<file path="src/maze_defines.svh">
`ifndef MAZE_DEFINES_SVH
`define MAZE_DEFINES_SVH

// system clocks per sclk half period
`define TFT_SPI_DIV 2

// pause after software reset and sleep out
// short for simulation, a real panel wants milliseconds
`define TFT_INIT_DELAY 64

// sprite edge in pixels
`define PLAYER_SIZE 8

// rgb565 yellow
`define PLAYER_COLOR 16'hFFE0

// start position
`define PLAYER_X0 100
`define PLAYER_Y0 101

`endif

</file>
<file path="src/maze_pkg.sv">
package maze_pkg;

    // one spi byte, command or data
    typedef logic [7:0] byte_t;

    // pixel coordinate on the 320x240 panel
    typedef logic [8:0] coord_t;

    // rgb565 pixel
    typedef logic [15:0] color_t;

    typedef enum logic [1:0] {
        SCHED_INIT,
        SCHED_DRAW,
        SCHED_IDLE
    } sched_state_t;

    typedef enum logic [1:0] {
        INIT_IDLE,
        INIT_SEND,
        INIT_WAIT,
        INIT_DONE
    } init_state_t;

    typedef enum logic [1:0] {
        DRAW_IDLE,
        DRAW_CMD,
        DRAW_PIXEL
    } draw_state_t;

endpackage

</file>
<file path="src/tft_spi.sv">
`timescale 1ns/1ns
`include "maze_defines.svh"

module tft_spi import maze_pkg::*; (
    input  logic  clk,
    input  logic  rst,
    input  byte_t tx_data,
    input  logic  tx_dc,
    input  logic  tx_valid,
    output logic  tx_ready,
    output logic  tft_clk,
    output logic  tft_mosi,
    output logic  tft_dc,
    output logic  tft_cs
);

    localparam int DIV   = `TFT_SPI_DIV;
    localparam int DIV_W = $clog2(DIV + 1);

    logic             busy;
    logic             setup;
    logic             tail;
    logic [DIV_W-1:0] div_cnt;
    logic [2:0]       bit_cnt;
    byte_t            shift_q;
    logic             accept;
    logic             half_end;
    logic             shift_en;

    assign tx_ready = !busy;
    assign accept   = tx_valid && tx_ready;

    // last cycle of an sclk half period
    assign half_end = busy && !setup && !tail && (div_cnt == DIV_W'(DIV - 1));
    // next bit goes out on the falling edge
    assign shift_en = half_end && tft_clk && (bit_cnt != 3'd7);

    always_ff @(posedge clk) begin
        if (!rst) begin
            busy     <= 1'b0;
            setup    <= 1'b0;
            tail     <= 1'b0;
            div_cnt  <= '0;
            bit_cnt  <= '0;
            tft_clk  <= 1'b0;
            tft_mosi <= 1'b0;
            tft_dc   <= 1'b0;
            tft_cs   <= 1'b1;
        end else if (accept) begin
            busy     <= 1'b1;
            setup    <= 1'b1;
            div_cnt  <= '0;
            bit_cnt  <= '0;
            tft_mosi <= tx_data[7];
            tft_dc   <= tx_dc;
            tft_cs   <= 1'b0;
        end else if (busy) begin
            if (setup) begin
                setup <= 1'b0;
            end else if (tail) begin
                // cs high for one cycle, then free the shifter
                busy <= 1'b0;
                tail <= 1'b0;
            end else if (half_end) begin
                div_cnt <= '0;
                tft_clk <= !tft_clk;
                if (tft_clk && bit_cnt == 3'd7) begin
                    tft_cs <= 1'b1;
                    tail   <= 1'b1;
                end else if (shift_en) begin
                    bit_cnt  <= bit_cnt + 3'd1;
                    tft_mosi <= shift_q[6];
                end
            end else begin
                div_cnt <= div_cnt + DIV_W'(1);
            end
        end
    end

    always_ff @(posedge clk) begin
        if (accept) begin
            shift_q <= tx_data;
        end else if (shift_en) begin
            shift_q <= {shift_q[6:0], 1'b0};
        end
    end

    // dc must not move inside a frame
    assert property (@(posedge clk) disable iff (!rst)
        !tft_cs |=> tft_cs || $stable(tft_dc));

    // setup, sixteen half periods, one cycle of cs high
    assert property (@(posedge clk) disable iff (!rst)
        accept |=> !tx_ready [*(16 * DIV + 2)] ##1 tx_ready);

endmodule

</file>
<file path="src/tft_init.sv">
`timescale 1ns/1ns
`include "maze_defines.svh"

module tft_init import maze_pkg::*; (
    input  logic  clk,
    input  logic  rst,
    input  logic  start,
    output byte_t tx_data,
    output logic  tx_dc,
    output logic  tx_valid,
    input  logic  tx_ready,
    output logic  done
);

    localparam int ROM_LEN = 7;
    localparam int IDX_W   = $clog2(ROM_LEN);
    localparam int DELAY   = `TFT_INIT_DELAY;
    localparam int DELAY_W = $clog2(DELAY + 1);

    init_state_t        state;
    logic [IDX_W-1:0]   idx;
    logic [DELAY_W-1:0] wait_cnt;
    logic               entry_wait;
    logic               last;
    logic               accept;

    // power-up list: byte, dc, pause after
    always_comb begin
        case (idx)
            IDX_W'(0): {tx_data, tx_dc, entry_wait} = {8'h01, 1'b0, 1'b1};
            IDX_W'(1): {tx_data, tx_dc, entry_wait} = {8'h11, 1'b0, 1'b1};
            // 16 bit pixels
            IDX_W'(2): {tx_data, tx_dc, entry_wait} = {8'h3A, 1'b0, 1'b0};
            IDX_W'(3): {tx_data, tx_dc, entry_wait} = {8'h55, 1'b1, 1'b0};
            // madctl, bgr order
            IDX_W'(4): {tx_data, tx_dc, entry_wait} = {8'h36, 1'b0, 1'b0};
            IDX_W'(5): {tx_data, tx_dc, entry_wait} = {8'h48, 1'b1, 1'b0};
            IDX_W'(6): {tx_data, tx_dc, entry_wait} = {8'h29, 1'b0, 1'b0};
            default:   {tx_data, tx_dc, entry_wait} = {8'h00, 1'b0, 1'b0};
        endcase
    end

    assign tx_valid = (state == INIT_SEND);
    assign accept   = tx_valid && tx_ready;
    assign last     = (idx == IDX_W'(ROM_LEN - 1));
    assign done     = accept && last;

    always_ff @(posedge clk) begin
        if (!rst) begin
            state    <= INIT_IDLE;
            idx      <= '0;
            wait_cnt <= '0;
        end else begin
            case (state)
                INIT_IDLE, INIT_DONE: begin
                    if (start) begin
                        state <= INIT_SEND;
                        idx   <= '0;
                    end
                end
                INIT_SEND: begin
                    if (accept) begin
                        if (last) begin
                            state <= INIT_DONE;
                        end else if (entry_wait) begin
                            state    <= INIT_WAIT;
                            wait_cnt <= '0;
                        end else begin
                            idx <= idx + IDX_W'(1);
                        end
                    end
                end
                INIT_WAIT: begin
                    if (wait_cnt == DELAY_W'(DELAY - 1)) begin
                        state <= INIT_SEND;
                        idx   <= idx + IDX_W'(1);
                    end else begin
                        wait_cnt <= wait_cnt + DELAY_W'(1);
                    end
                end
                default: state <= INIT_IDLE;
            endcase
        end
    end

    // panel gets its full pause after reset and sleep out
    assert property (@(posedge clk) disable iff (!rst)
        accept && entry_wait && !last |=> !tx_valid [*DELAY]);

endmodule

</file>
<file path="src/player_draw.sv">
`timescale 1ns/1ns
`include "maze_defines.svh"

module player_draw import maze_pkg::*; (
    input  logic   clk,
    input  logic   rst,
    input  logic   start,
    input  coord_t x,
    input  coord_t y,
    output byte_t  tx_data,
    output logic   tx_dc,
    output logic   tx_valid,
    input  logic   tx_ready,
    output logic   done
);

    localparam int     SIZE      = `PLAYER_SIZE;
    localparam int     PIX_BYTES = 2 * SIZE * SIZE;
    localparam int     PIX_W     = $clog2(PIX_BYTES);
    localparam int     CMD_LEN   = 11;
    localparam color_t COLOR     = `PLAYER_COLOR;

    draw_state_t      state;
    coord_t           x_q;
    coord_t           y_q;
    logic [3:0]       cmd_idx;
    logic [PIX_W-1:0] pix_cnt;
    logic [15:0]      x_first;
    logic [15:0]      x_last;
    logic [15:0]      y_first;
    logic [15:0]      y_last;
    logic             accept;

    // window corners as 16 bit panel addresses
    assign x_first = 16'(x_q);
    assign x_last  = 16'(x_q) + 16'(SIZE - 1);
    assign y_first = 16'(y_q);
    assign y_last  = 16'(y_q) + 16'(SIZE - 1);

    assign tx_valid = (state != DRAW_IDLE);
    assign accept   = tx_valid && tx_ready;
    assign done     = accept && (state == DRAW_PIXEL) && (pix_cnt == PIX_W'(PIX_BYTES - 1));

    always_comb begin
        tx_data = 8'h00;
        tx_dc   = 1'b1;
        if (state == DRAW_PIXEL) begin
            // high byte first
            tx_data = pix_cnt[0] ? COLOR[7:0] : COLOR[15:8];
        end else begin
            case (cmd_idx)
                4'd0: begin
                    tx_data = 8'h2A;
                    tx_dc   = 1'b0;
                end
                4'd1: tx_data = x_first[15:8];
                4'd2: tx_data = x_first[7:0];
                4'd3: tx_data = x_last[15:8];
                4'd4: tx_data = x_last[7:0];
                4'd5: begin
                    tx_data = 8'h2B;
                    tx_dc   = 1'b0;
                end
                4'd6: tx_data = y_first[15:8];
                4'd7: tx_data = y_first[7:0];
                4'd8: tx_data = y_last[15:8];
                4'd9: tx_data = y_last[7:0];
                4'd10: begin
                    tx_data = 8'h2C;
                    tx_dc   = 1'b0;
                end
                default: tx_data = 8'h00;
            endcase
        end
    end

    always_ff @(posedge clk) begin
        if (!rst) begin
            state   <= DRAW_IDLE;
            cmd_idx <= '0;
            pix_cnt <= '0;
        end else begin
            case (state)
                DRAW_IDLE: begin
                    if (start) begin
                        state   <= DRAW_CMD;
                        cmd_idx <= '0;
                    end
                end
                DRAW_CMD: begin
                    if (accept) begin
                        if (cmd_idx == 4'(CMD_LEN - 1)) begin
                            state   <= DRAW_PIXEL;
                            pix_cnt <= '0;
                        end else begin
                            cmd_idx <= cmd_idx + 4'd1;
                        end
                    end
                end
                DRAW_PIXEL: begin
                    if (accept) begin
                        if (done) begin
                            state <= DRAW_IDLE;
                        end else begin
                            pix_cnt <= pix_cnt + PIX_W'(1);
                        end
                    end
                end
                default: state <= DRAW_IDLE;
            endcase
        end
    end

    always_ff @(posedge clk) begin
        if (start && state == DRAW_IDLE) begin
            x_q <= x;
            y_q <= y;
        end
    end

    // byte and flag held while the transmitter is busy
    assert property (@(posedge clk) disable iff (!rst)
        tx_valid && !tx_ready |=> $stable(tx_data) && $stable(tx_dc));

endmodule

</file>
<file path="src/tft_scheduler.sv">
`timescale 1ns/1ns
`include "maze_defines.svh"

module tft_scheduler import maze_pkg::*; (
    input  logic   clk,
    input  logic   rst,
    output logic   init_start,
    input  logic   init_done_pulse,
    input  byte_t  init_data,
    input  logic   init_dc,
    input  logic   init_valid,
    output logic   init_ready,
    output logic   draw_start,
    input  logic   draw_done,
    output coord_t draw_x,
    output coord_t draw_y,
    input  byte_t  draw_data,
    input  logic   draw_dc,
    input  logic   draw_valid,
    output logic   draw_ready,
    output byte_t  tx_data,
    output logic   tx_dc,
    output logic   tx_valid,
    input  logic   tx_ready,
    input  coord_t pos_x,
    input  coord_t pos_y,
    input  logic   pos_valid,
    output logic   pos_ready,
    output logic   init_done
);

    sched_state_t state;
    logic         in_init;
    logic         in_draw;
    logic         pos_accept;

    assign in_init    = (state == SCHED_INIT);
    assign in_draw    = (state == SCHED_DRAW);
    assign pos_ready  = (state == SCHED_IDLE);
    assign pos_accept = pos_valid && pos_ready;

    // byte link goes to whichever source owns the state
    assign tx_data    = in_draw ? draw_data : init_data;
    assign tx_dc      = in_draw ? draw_dc : init_dc;
    assign tx_valid   = (in_init && init_valid) || (in_draw && draw_valid);
    assign init_ready = in_init && tx_ready;
    assign draw_ready = in_draw && tx_ready;

    always_ff @(posedge clk) begin
        if (!rst) begin
            state      <= SCHED_INIT;
            // fires on the first cycle out of reset
            init_start <= 1'b1;
            draw_start <= 1'b0;
            init_done  <= 1'b0;
        end else begin
            init_start <= 1'b0;
            draw_start <= 1'b0;
            case (state)
                SCHED_INIT: begin
                    if (init_done_pulse) begin
                        state      <= SCHED_DRAW;
                        draw_start <= 1'b1;
                        init_done  <= 1'b1;
                    end
                end
                SCHED_DRAW: begin
                    if (draw_done) begin
                        state <= SCHED_IDLE;
                    end
                end
                SCHED_IDLE: begin
                    if (pos_valid) begin
                        state      <= SCHED_DRAW;
                        draw_start <= 1'b1;
                    end
                end
                default: state <= SCHED_INIT;
            endcase
        end
    end

    always_ff @(posedge clk) begin
        if (in_init && init_done_pulse) begin
            draw_x <= coord_t'(`PLAYER_X0);
            draw_y <= coord_t'(`PLAYER_Y0);
        end else if (pos_accept) begin
            draw_x <= pos_x;
            draw_y <= pos_y;
        end
    end

    assert property (@(posedge clk) disable iff (!rst)
        !(init_start && draw_start));

endmodule

</file>
<file path="src/maze_top.sv">
`timescale 1ns/1ns

module maze_top import maze_pkg::*; (
    input  logic   clk,
    input  logic   rst,
    input  coord_t pos_x,
    input  coord_t pos_y,
    input  logic   pos_valid,
    output logic   pos_ready,
    output logic   init_done,
    output logic   led_busy,
    output logic   tft_rst,
    output logic   tft_clk,
    output logic   tft_mosi,
    output logic   tft_dc,
    output logic   tft_cs
);

    logic   init_start;
    logic   init_done_pulse;
    byte_t  init_data;
    logic   init_dc;
    logic   init_valid;
    logic   init_ready;
    logic   draw_start;
    logic   draw_done;
    coord_t draw_x;
    coord_t draw_y;
    byte_t  draw_data;
    logic   draw_dc;
    logic   draw_valid;
    logic   draw_ready;
    byte_t  tx_data;
    logic   tx_dc;
    logic   tx_valid;
    logic   tx_ready;

    // panel reset follows the board reset
    assign tft_rst  = rst;
    assign led_busy = !pos_ready;

    tft_scheduler scheduler_i (
        .clk,
        .rst,
        .init_start,
        .init_done_pulse,
        .init_data,
        .init_dc,
        .init_valid,
        .init_ready,
        .draw_start,
        .draw_done,
        .draw_x,
        .draw_y,
        .draw_data,
        .draw_dc,
        .draw_valid,
        .draw_ready,
        .tx_data,
        .tx_dc,
        .tx_valid,
        .tx_ready,
        .pos_x,
        .pos_y,
        .pos_valid,
        .pos_ready,
        .init_done
    );

    tft_init init_i (
        .clk      (clk),
        .rst      (rst),
        .start    (init_start),
        .tx_data  (init_data),
        .tx_dc    (init_dc),
        .tx_valid (init_valid),
        .tx_ready (init_ready),
        .done     (init_done_pulse)
    );

    player_draw draw_i (
        .clk      (clk),
        .rst      (rst),
        .start    (draw_start),
        .x        (draw_x),
        .y        (draw_y),
        .tx_data  (draw_data),
        .tx_dc    (draw_dc),
        .tx_valid (draw_valid),
        .tx_ready (draw_ready),
        .done     (draw_done)
    );

    tft_spi spi_i (
        .clk,
        .rst,
        .tx_data,
        .tx_dc,
        .tx_valid,
        .tx_ready,
        .tft_clk,
        .tft_mosi,
        .tft_dc,
        .tft_cs
    );

endmodule

</file>
<file path="config.mk">
export PLATFORM = sky130hd
export DESIGN_NAME = maze_top
export DESIGN_NICKNAME = d
export VERILOG_FILES = /design/src/maze_pkg.sv /design/src/tft_spi.sv /design/src/tft_init.sv /design/src/player_draw.sv /design/src/tft_scheduler.sv /design/src/maze_top.sv
export VERILOG_INCLUDE_DIRS = /design/src
export SDC_FILE = /design/constraint.sdc
export NUM_CORES = 1
export LEC_CHECK = 0
export ABC_AREA = 0
export ABC_CLOCK_PERIOD_IN_PS = 2600
export BUFFER_PORTS_ARGS = -buffer_cell sky130_fd_sc_hd__clkbuf_2
export CAP_MARGIN = 20
export CORE_MARGIN = 1.5
export CORE_UTILIZATION = 43
export DETAILED_ROUTE_END_ITERATION = 12
export HOLD_SLACK_MARGIN = 0.08
export PLACE_DENSITY = 0.62
export RECOVER_POWER = 100
export SLEW_MARGIN = 10
export SYNTH_ARGS = -nofsm -noshare
export SYNTH_HDL_FRONTEND = slang
export SYNTH_SLANG_ARGS = --single-unit
</file>
<file path="constraint.sdc">
create_clock -name clk -period 2.6 [get_ports clk]
set_input_delay 0.65 -clock clk [delete_from_list [all_inputs] [get_ports clk]]
set_output_delay 0.65 -clock clk [all_outputs]
set_load 0.05 [all_outputs]
</file>
==> qor.yml, run 1 <==
drt:
  wire_per_inst_um: 14.6
  drc: 0
  dr.pass1.iters: 5
  drt_iter0_drc: 358
  vias_per_cell: 5.54
  routed_wl_mm: 9.71
  vias: 3696
  ant_nets: 0
power_and_ir_drop:
  p_per_area_nw_per_um2: 632
  ir_drop_mv: 0.348
  leakage_nw: 1.83
synth:
  synth_fp_nets: 543
  yosysSeqAreaShare_pct: 43.9
  synthTopCellsByCount: "dfxtp_1, nand2_1, a21oi_1"
  async_flop_share_pct: 0
  synth.most_common_cell: "dfxtp_1"
  ys.flop_type: "dfxtp_1"
  synth_top_area_share_pct: 27.0
  synth.largest_area_cell: "dfxtp_1"
  synth.ff_latch_count: 85
  synth_edf_count: 25
  syn_area_um2: 4450
  synth_area_per_cell_um2: 8.86
  syn_inst: 502
  synthTopCellsByArea: "dfxtp_1, edfxtp_1, ha_1"
  synth_cell_types: 69
  yosys_warnings: 0
clock_tree:
  cts_buffers: 9
  clock_path_buffers: 2
  clkLatencyLatePin_ns: 0.35
  postCtsSetupBuffers: 0
  ctsHoldBuffers: 0
  tritoncts: "done"
  root_buffer: "clkbuf_8"
  htreeDepth: 3
  post_cts_resized: 0
  clock_sinks: 85
  clkTransAtPathRegs_ns: 0.09
timing:
  rsz0062_at_grt: "false"
  whs_ns: 0.437
  slew_headroom_pct: 37.2
  slew_violations: 0
  setup_violations: 0
  fin_skew_ns: 0.0112
  max_freq_ghz: 0.412
  hold_viol_final: 0
  setup_tns_ns: 0
  period_share_pct: 93.4
  tightest_slew_ns: 0.942
  min_period_ns: 2.43
floorplanning:
  die_x_um: 105
  core_um2: 9910
  die_h_um: 105
  std_cell_rows: 36
  start_util_pct: 44.9
  ios: 29
  die_area_um2: 11000
global_routing:
  gr-total-overflow: 0
  grt_max_degree: 23
  grtUsageTotal_pct: 18.4
  grt_pass1_wl_mm: 16.5
  grt_pass1_vias: 3405
  antenna_found_initial: 0
setup_path:
  path_max_fanout: 8
  worstSetupStartpointType: "register"
  crit_path_end_kind: "register"
  crit_chain: "inv_1 -> ha_1 -> or4b_1 -> o21ai_2 -> o211ai_2 -> or3_1 -> a21oi_1"
  arrival_ns: 2.71
  cp_slowest_cell: "or4b_1"
  cp.required_ns: 2.88
  slowest_delay_ns: 0.68
  critical_path_class: "register to register"
final_layout:
  fin_nets: 570
  area_growth_pct: 9.85
  multi_input_area_um2: 2290
  fillers: 990
  layout-drive-gt1-share_pct: 10.5
  ff_latch_area_um2: 1950
  antenna-diode-count: 0
run_status:
  status: "finished clean"
worst_hold_path:
  hold_class: "register to register"
place:
  numPortBuffers: 28
  place_hpwl_mm: 7.15
  gp_congestion: 0.862
job:
  maxCapViolations: 0
-- flip-flops by register name (all words and copies together), names as in the netlist, 2 cells and up --
register / flops
draw_i.state: 2
spi_i.shift_q: 7
scheduler_i.draw_y: 9
draw_i.cmd_idx: 4
init_i.state: 2
scheduler_i.draw_x: 9
scheduler_i.state: 2
spi_i.bit_cnt: 3
init_i.wait_cnt: 7
draw_i.pix_cnt: 7
draw_i.y_q: 9
spi_i.div_cnt: 2
init_i.idx: 3
draw_i.x_q: 9
-- kinds of logic (layout without fill, tap and decap cells) --
family / Yosys count / count (layout) / share of synthesized area, %
xor+xnor: 15 / 15 / 2.95
mux: 9 / 9 / 2.05
buf+inv: 48 / 80 / 4.33
simple gates: 206 / 206 / 23.7
compound gates: 119 / 119 / 17.5
flops: 85 / 85 / 43.9
fa+ha+maj: 20 / 20 / 5.63
-- routing by layer --
layer	vias to the layer above	wire length (um)	GRT usage [%]
li1	1862	-	-
met1	1721	4860	25.9
met3	19	415	3.43
met4	0	142	6.95
met2	94	4290	28.0
met5	-	0	0
-- critical path, delay by kind of cell, from the launching register on --
| kind | cells | cell delay, ns |
|---|---|---|
| AND/OR/NAND/NOR | 2 | 1.07 |
| AO/OA/AOI/OAI | 3 | 0.64 |
| flip-flops | 1 | 0.37 |
| adder cells (fa/ha/maj) | 1 | 0.21 |
| buffers and inverters | 1 | 0.07 |
-- cells in the final DEF, fill, tap and decap left out, types with 3 or more instances in the layout --
cell type	Yosys	layout
o22ai_1	3	3
clkbuf_8	0	9
a22oi_1	3	3
o211ai_1	3	3
clkinvlp_4	0	3
clkbuf_1	20	11
nor2_1	40	40
nand3b_1	8	8
a31oi_1	4	4
o21ai_0	23	22
nor2b_1	7	7
nor3_1	15	15
mux2i_1	8	8
buf_4	1	9
o31a_1	3	3
dfxtp_1	60	60
and3b_1	3	3
or3_1	7	8
nand3_1	25	25
a211oi_1	8	8
edfxtp_1	25	25
nand2_1	56	56
o311ai_0	3	3
or2_2	3	3
ha_1	20	20
xnor2_1	9	9
and3_1	4	4
and2_1	7	7
xor2_1	6	6
nand4_1	6	6
nand2b_1	9	9
a21oi_1	41	41
clkbuf_2	0	21
inv_1	23	23
nor4_1	5	5
-- final timing paths --
path	from	end	slack (ns)	cells after the start
worst min-delay path	scheduler_i.draw_y[5]$_SDFFE_PP1P_	draw_i.y_q[5]$_DFFE_PP_	0.44	0
worst max-delay path	draw_i.state[0]$_SDFFE_PN0P_	draw_i.pix_cnt[5]$_SDFFE_PN0P_	0.17	7
worst min register to register	scheduler_i.draw_y[5]$_SDFFE_PP1P_	draw_i.y_q[5]$_DFFE_PP_	0.44	0
worst max register to register	draw_i.state[0]$_SDFFE_PN0P_	draw_i.pix_cnt[5]$_SDFFE_PN0P_	0.17	7
-- through the flow --
stage	setup slack (ns)	utilization (%)	area, um2	std cells	power (W)
3_5_place_dp	0.202	47.9	4750	651	0.00229
5_1_grt	0.00661	49.3	4890	667	0.00328
3_3_place_gp	0.292	47.9	4750	651	0.00228
6_report	0.171	49.3	4890	667	0.00309
2_1_floorplan	0.202	-	4450	502	0.00212
4_1_cts	0.170	49.6	4920	667	0.00313
-- final cells by class --
type,instances,share of cell area (%)
Tap cell,133,3.41
Multi-Input combinational cell,369,47.0
Clock inverter,7,0.999
Sequential cell,85,39.9
Timing Repair Buffer,41,4.38
Inverter,23,1.77
Clock buffer,9,2.54
-- report_power, final --
part / leakage (nW) / internal [W] / total (W) / switching, W
clock: 0.0797 / 0.000348 / 0.000837 / 0.000489
sequential: 0.719 / 0.00150 / 0.00157 / 0.0000757
combinational: 1.03 / 0.000271 / 0.000680 / 0.000410
Power figures use the tool's default switching activity.
==> inputs of run 2 (changes only) <==
--- a/config.mk
+++ b/config.mk
@@ -13,7 +13,8 @@
 export CORE_MARGIN = 1.5
 export CORE_UTILIZATION = 43
 export DETAILED_ROUTE_END_ITERATION = 12
-export HOLD_SLACK_MARGIN = 0.08
+export HOLD_SLACK_MARGIN = 0.03
+export MAX_ROUTING_LAYER = met4
 export PLACE_DENSITY = 0.62
 export RECOVER_POWER = 100
 export SLEW_MARGIN = 10
==> run 2 against run 1 <==
First-iteration DRC count shrank 50%. Global-route usage grew 0.94 points. Sequential share of layout area shrank 0.29 points. Clock-buffer cell count is the same. Largest power group unchanged.
==> qor.yml, run 2 (synthesis gave the netlist of run 1 again) <==
drt:
  vias_per_cell: 5.56
  drt_iter0_drc: 179
  ant_nets: 0
  drc: 0
  vias: 3713
  dr.pass1.iters: 5
  routed_wl_mm: 9.71
  wire_per_inst_um: 14.5
clock_tree:
  clkLatencyLatePin_ns: 0.36
  clkTransAtPathRegs_ns: 0.10
  htreeDepth: 3
  postCtsSetupBuffers: 0
  clock_path_buffers: 2
  cts_buffers: 9
  post_cts_resized: 0
  root_buffer: "clkbuf_8"
  tritoncts: "done"
  ctsHoldBuffers: 0
  clock_sinks: 85
timing:
  min_period_ns: 2.37
  period_share_pct: 91.3
  setup_violations: 0
  fin_skew_ns: 0.0126
  max_freq_ghz: 0.421
  hold_viol_final: 0
  whs_ns: 0.429
  setup_tns_ns: 0
  layout_setup_ws_ns: 0.227
  slew_headroom_pct: 35.8
  slew_violations: 0
  tightest_slew_ns: 0.963
  rsz0062_at_grt: "false"
power_and_ir_drop:
  leakage_nw: 1.85
  p_sw_w: 0.000994
  finalPower_w: 0.00321
  sw_frac_of_total_pct: 30.9
  clock_power_share_pct: 29.9
  p_per_area_nw_per_um2: 652
  ir_drop_mv: 0.312
  p_seq_share_pct: 49.0
  pwr-share-comb_pct: 21.1
  internal_power_w: 0.00222
floorplanning:
  die_area_um2: 11000
  start_util_pct: 44.9
  die_h_um: 105
  ios: 29
  std_cell_rows: 36
  core_um2: 9910
  die_x_um: 105
final_layout:
  area_growth_pct: 10.7
  final_common_cell: "dfxtp_1"
  final_cell_mix: "dfxtp_1, nand2_1, a21oi_1"
  antenna-diode-count: 0
  layout-drive-gt1-share_pct: 10.5
  fin_area_um2: 4920
  fin_nets: 571
global_routing:
  antenna_found_initial: 0
  gr-total-overflow: 0
  grt_max_degree: 21
  grt_pass1_vias: 3477
  grtUsageTotal_pct: 19.3
  grt_pass1_wl_mm: 16.6
place:
  pre_cts_ws_ns: 0.256
  place_hpwl_mm: 7.24
  numPortBuffers: 28
  gp_congestion: 0.871
  place_area_um2: 4750
setup_path:
  critical_path_class: "register to register"
  arrival_ns: 2.66
  cp.required_ns: 2.89
  crit_path_end_kind: "register"
  worstSetupStartpointType: "register"
  path_max_fanout: 8
job:
  maxCapViolations: 0
worst_hold_path:
  hold_class: "register to register"
run_status:
  status: "finished clean"
run 2: cell type report:
type	instances	area [um2]
fillers	971	4990
multi-input cells	369	2290
flip-flops and latches	85	1950
repair buffers	42	225
well taps	133	166
clock buffers	9	124
inverters	23	86.3
clock inverters	7	73.8
run 2: worst max-delay path, stage by stage, from the launching register on:
cell,delay [ns]
dfxtp_1,0.36
inv_1,0.07
ha_1,0.21
or4b_1,0.67
o21ai_2,0.24
o211ai_2,0.22
or3_1,0.39
a21oi_1,0.14
run 2: per-layer routing:
layer	global-route usage (%)	routed length [um]
met5	-	0
met4	9.20	190
met3	2.87	423
met2	28.2	4320
met1	26.4	4780
run 2: path summary, 6_finish.rpt:
| path | from | endpoint | slack (ns) | depth (start not counted) |
|---|---|---|---|---|
| setup reg to reg | draw_i.state[0]$_SDFFE_PN0P_ | draw_i.pix_cnt[5]$_SDFFE_PN0P_ | 0.23 | 7 |
| hold / removal | scheduler_i.draw_y[6]$_SDFFE_PP1P_ | draw_i.y_q[6]$_DFFE_PP_ | 0.43 | 0 |
| hold reg to reg | scheduler_i.draw_y[6]$_SDFFE_PP1P_ | draw_i.y_q[6]$_DFFE_PP_ | 0.43 | 0 |
| setup / recovery | draw_i.state[0]$_SDFFE_PN0P_ | draw_i.pix_cnt[5]$_SDFFE_PN0P_ | 0.23 | 7 |
run 2: power groups by stage:
stage	clock (W)	combinational [W]	sequential (W)
2_1_floorplan	0	0.000500	0.00162
3_3_place_gp	0	0.000678	0.00160
3_5_place_dp	0	0.000686	0.00160
4_1_cts	0.000991	0.000690	0.00157
5_1_grt	0.00105	0.000762	0.00159
6_report	0.000960	0.000679	0.00157
run 2: stage by stage:
step | utilization, % | instances
after floorplan | - | 502
after global placement | 48.0 | 652
after detailed placement | 48.0 | 652
after CTS | 50.0 | 668
after global routing | 49.7 | 668
final | 49.7 | 668
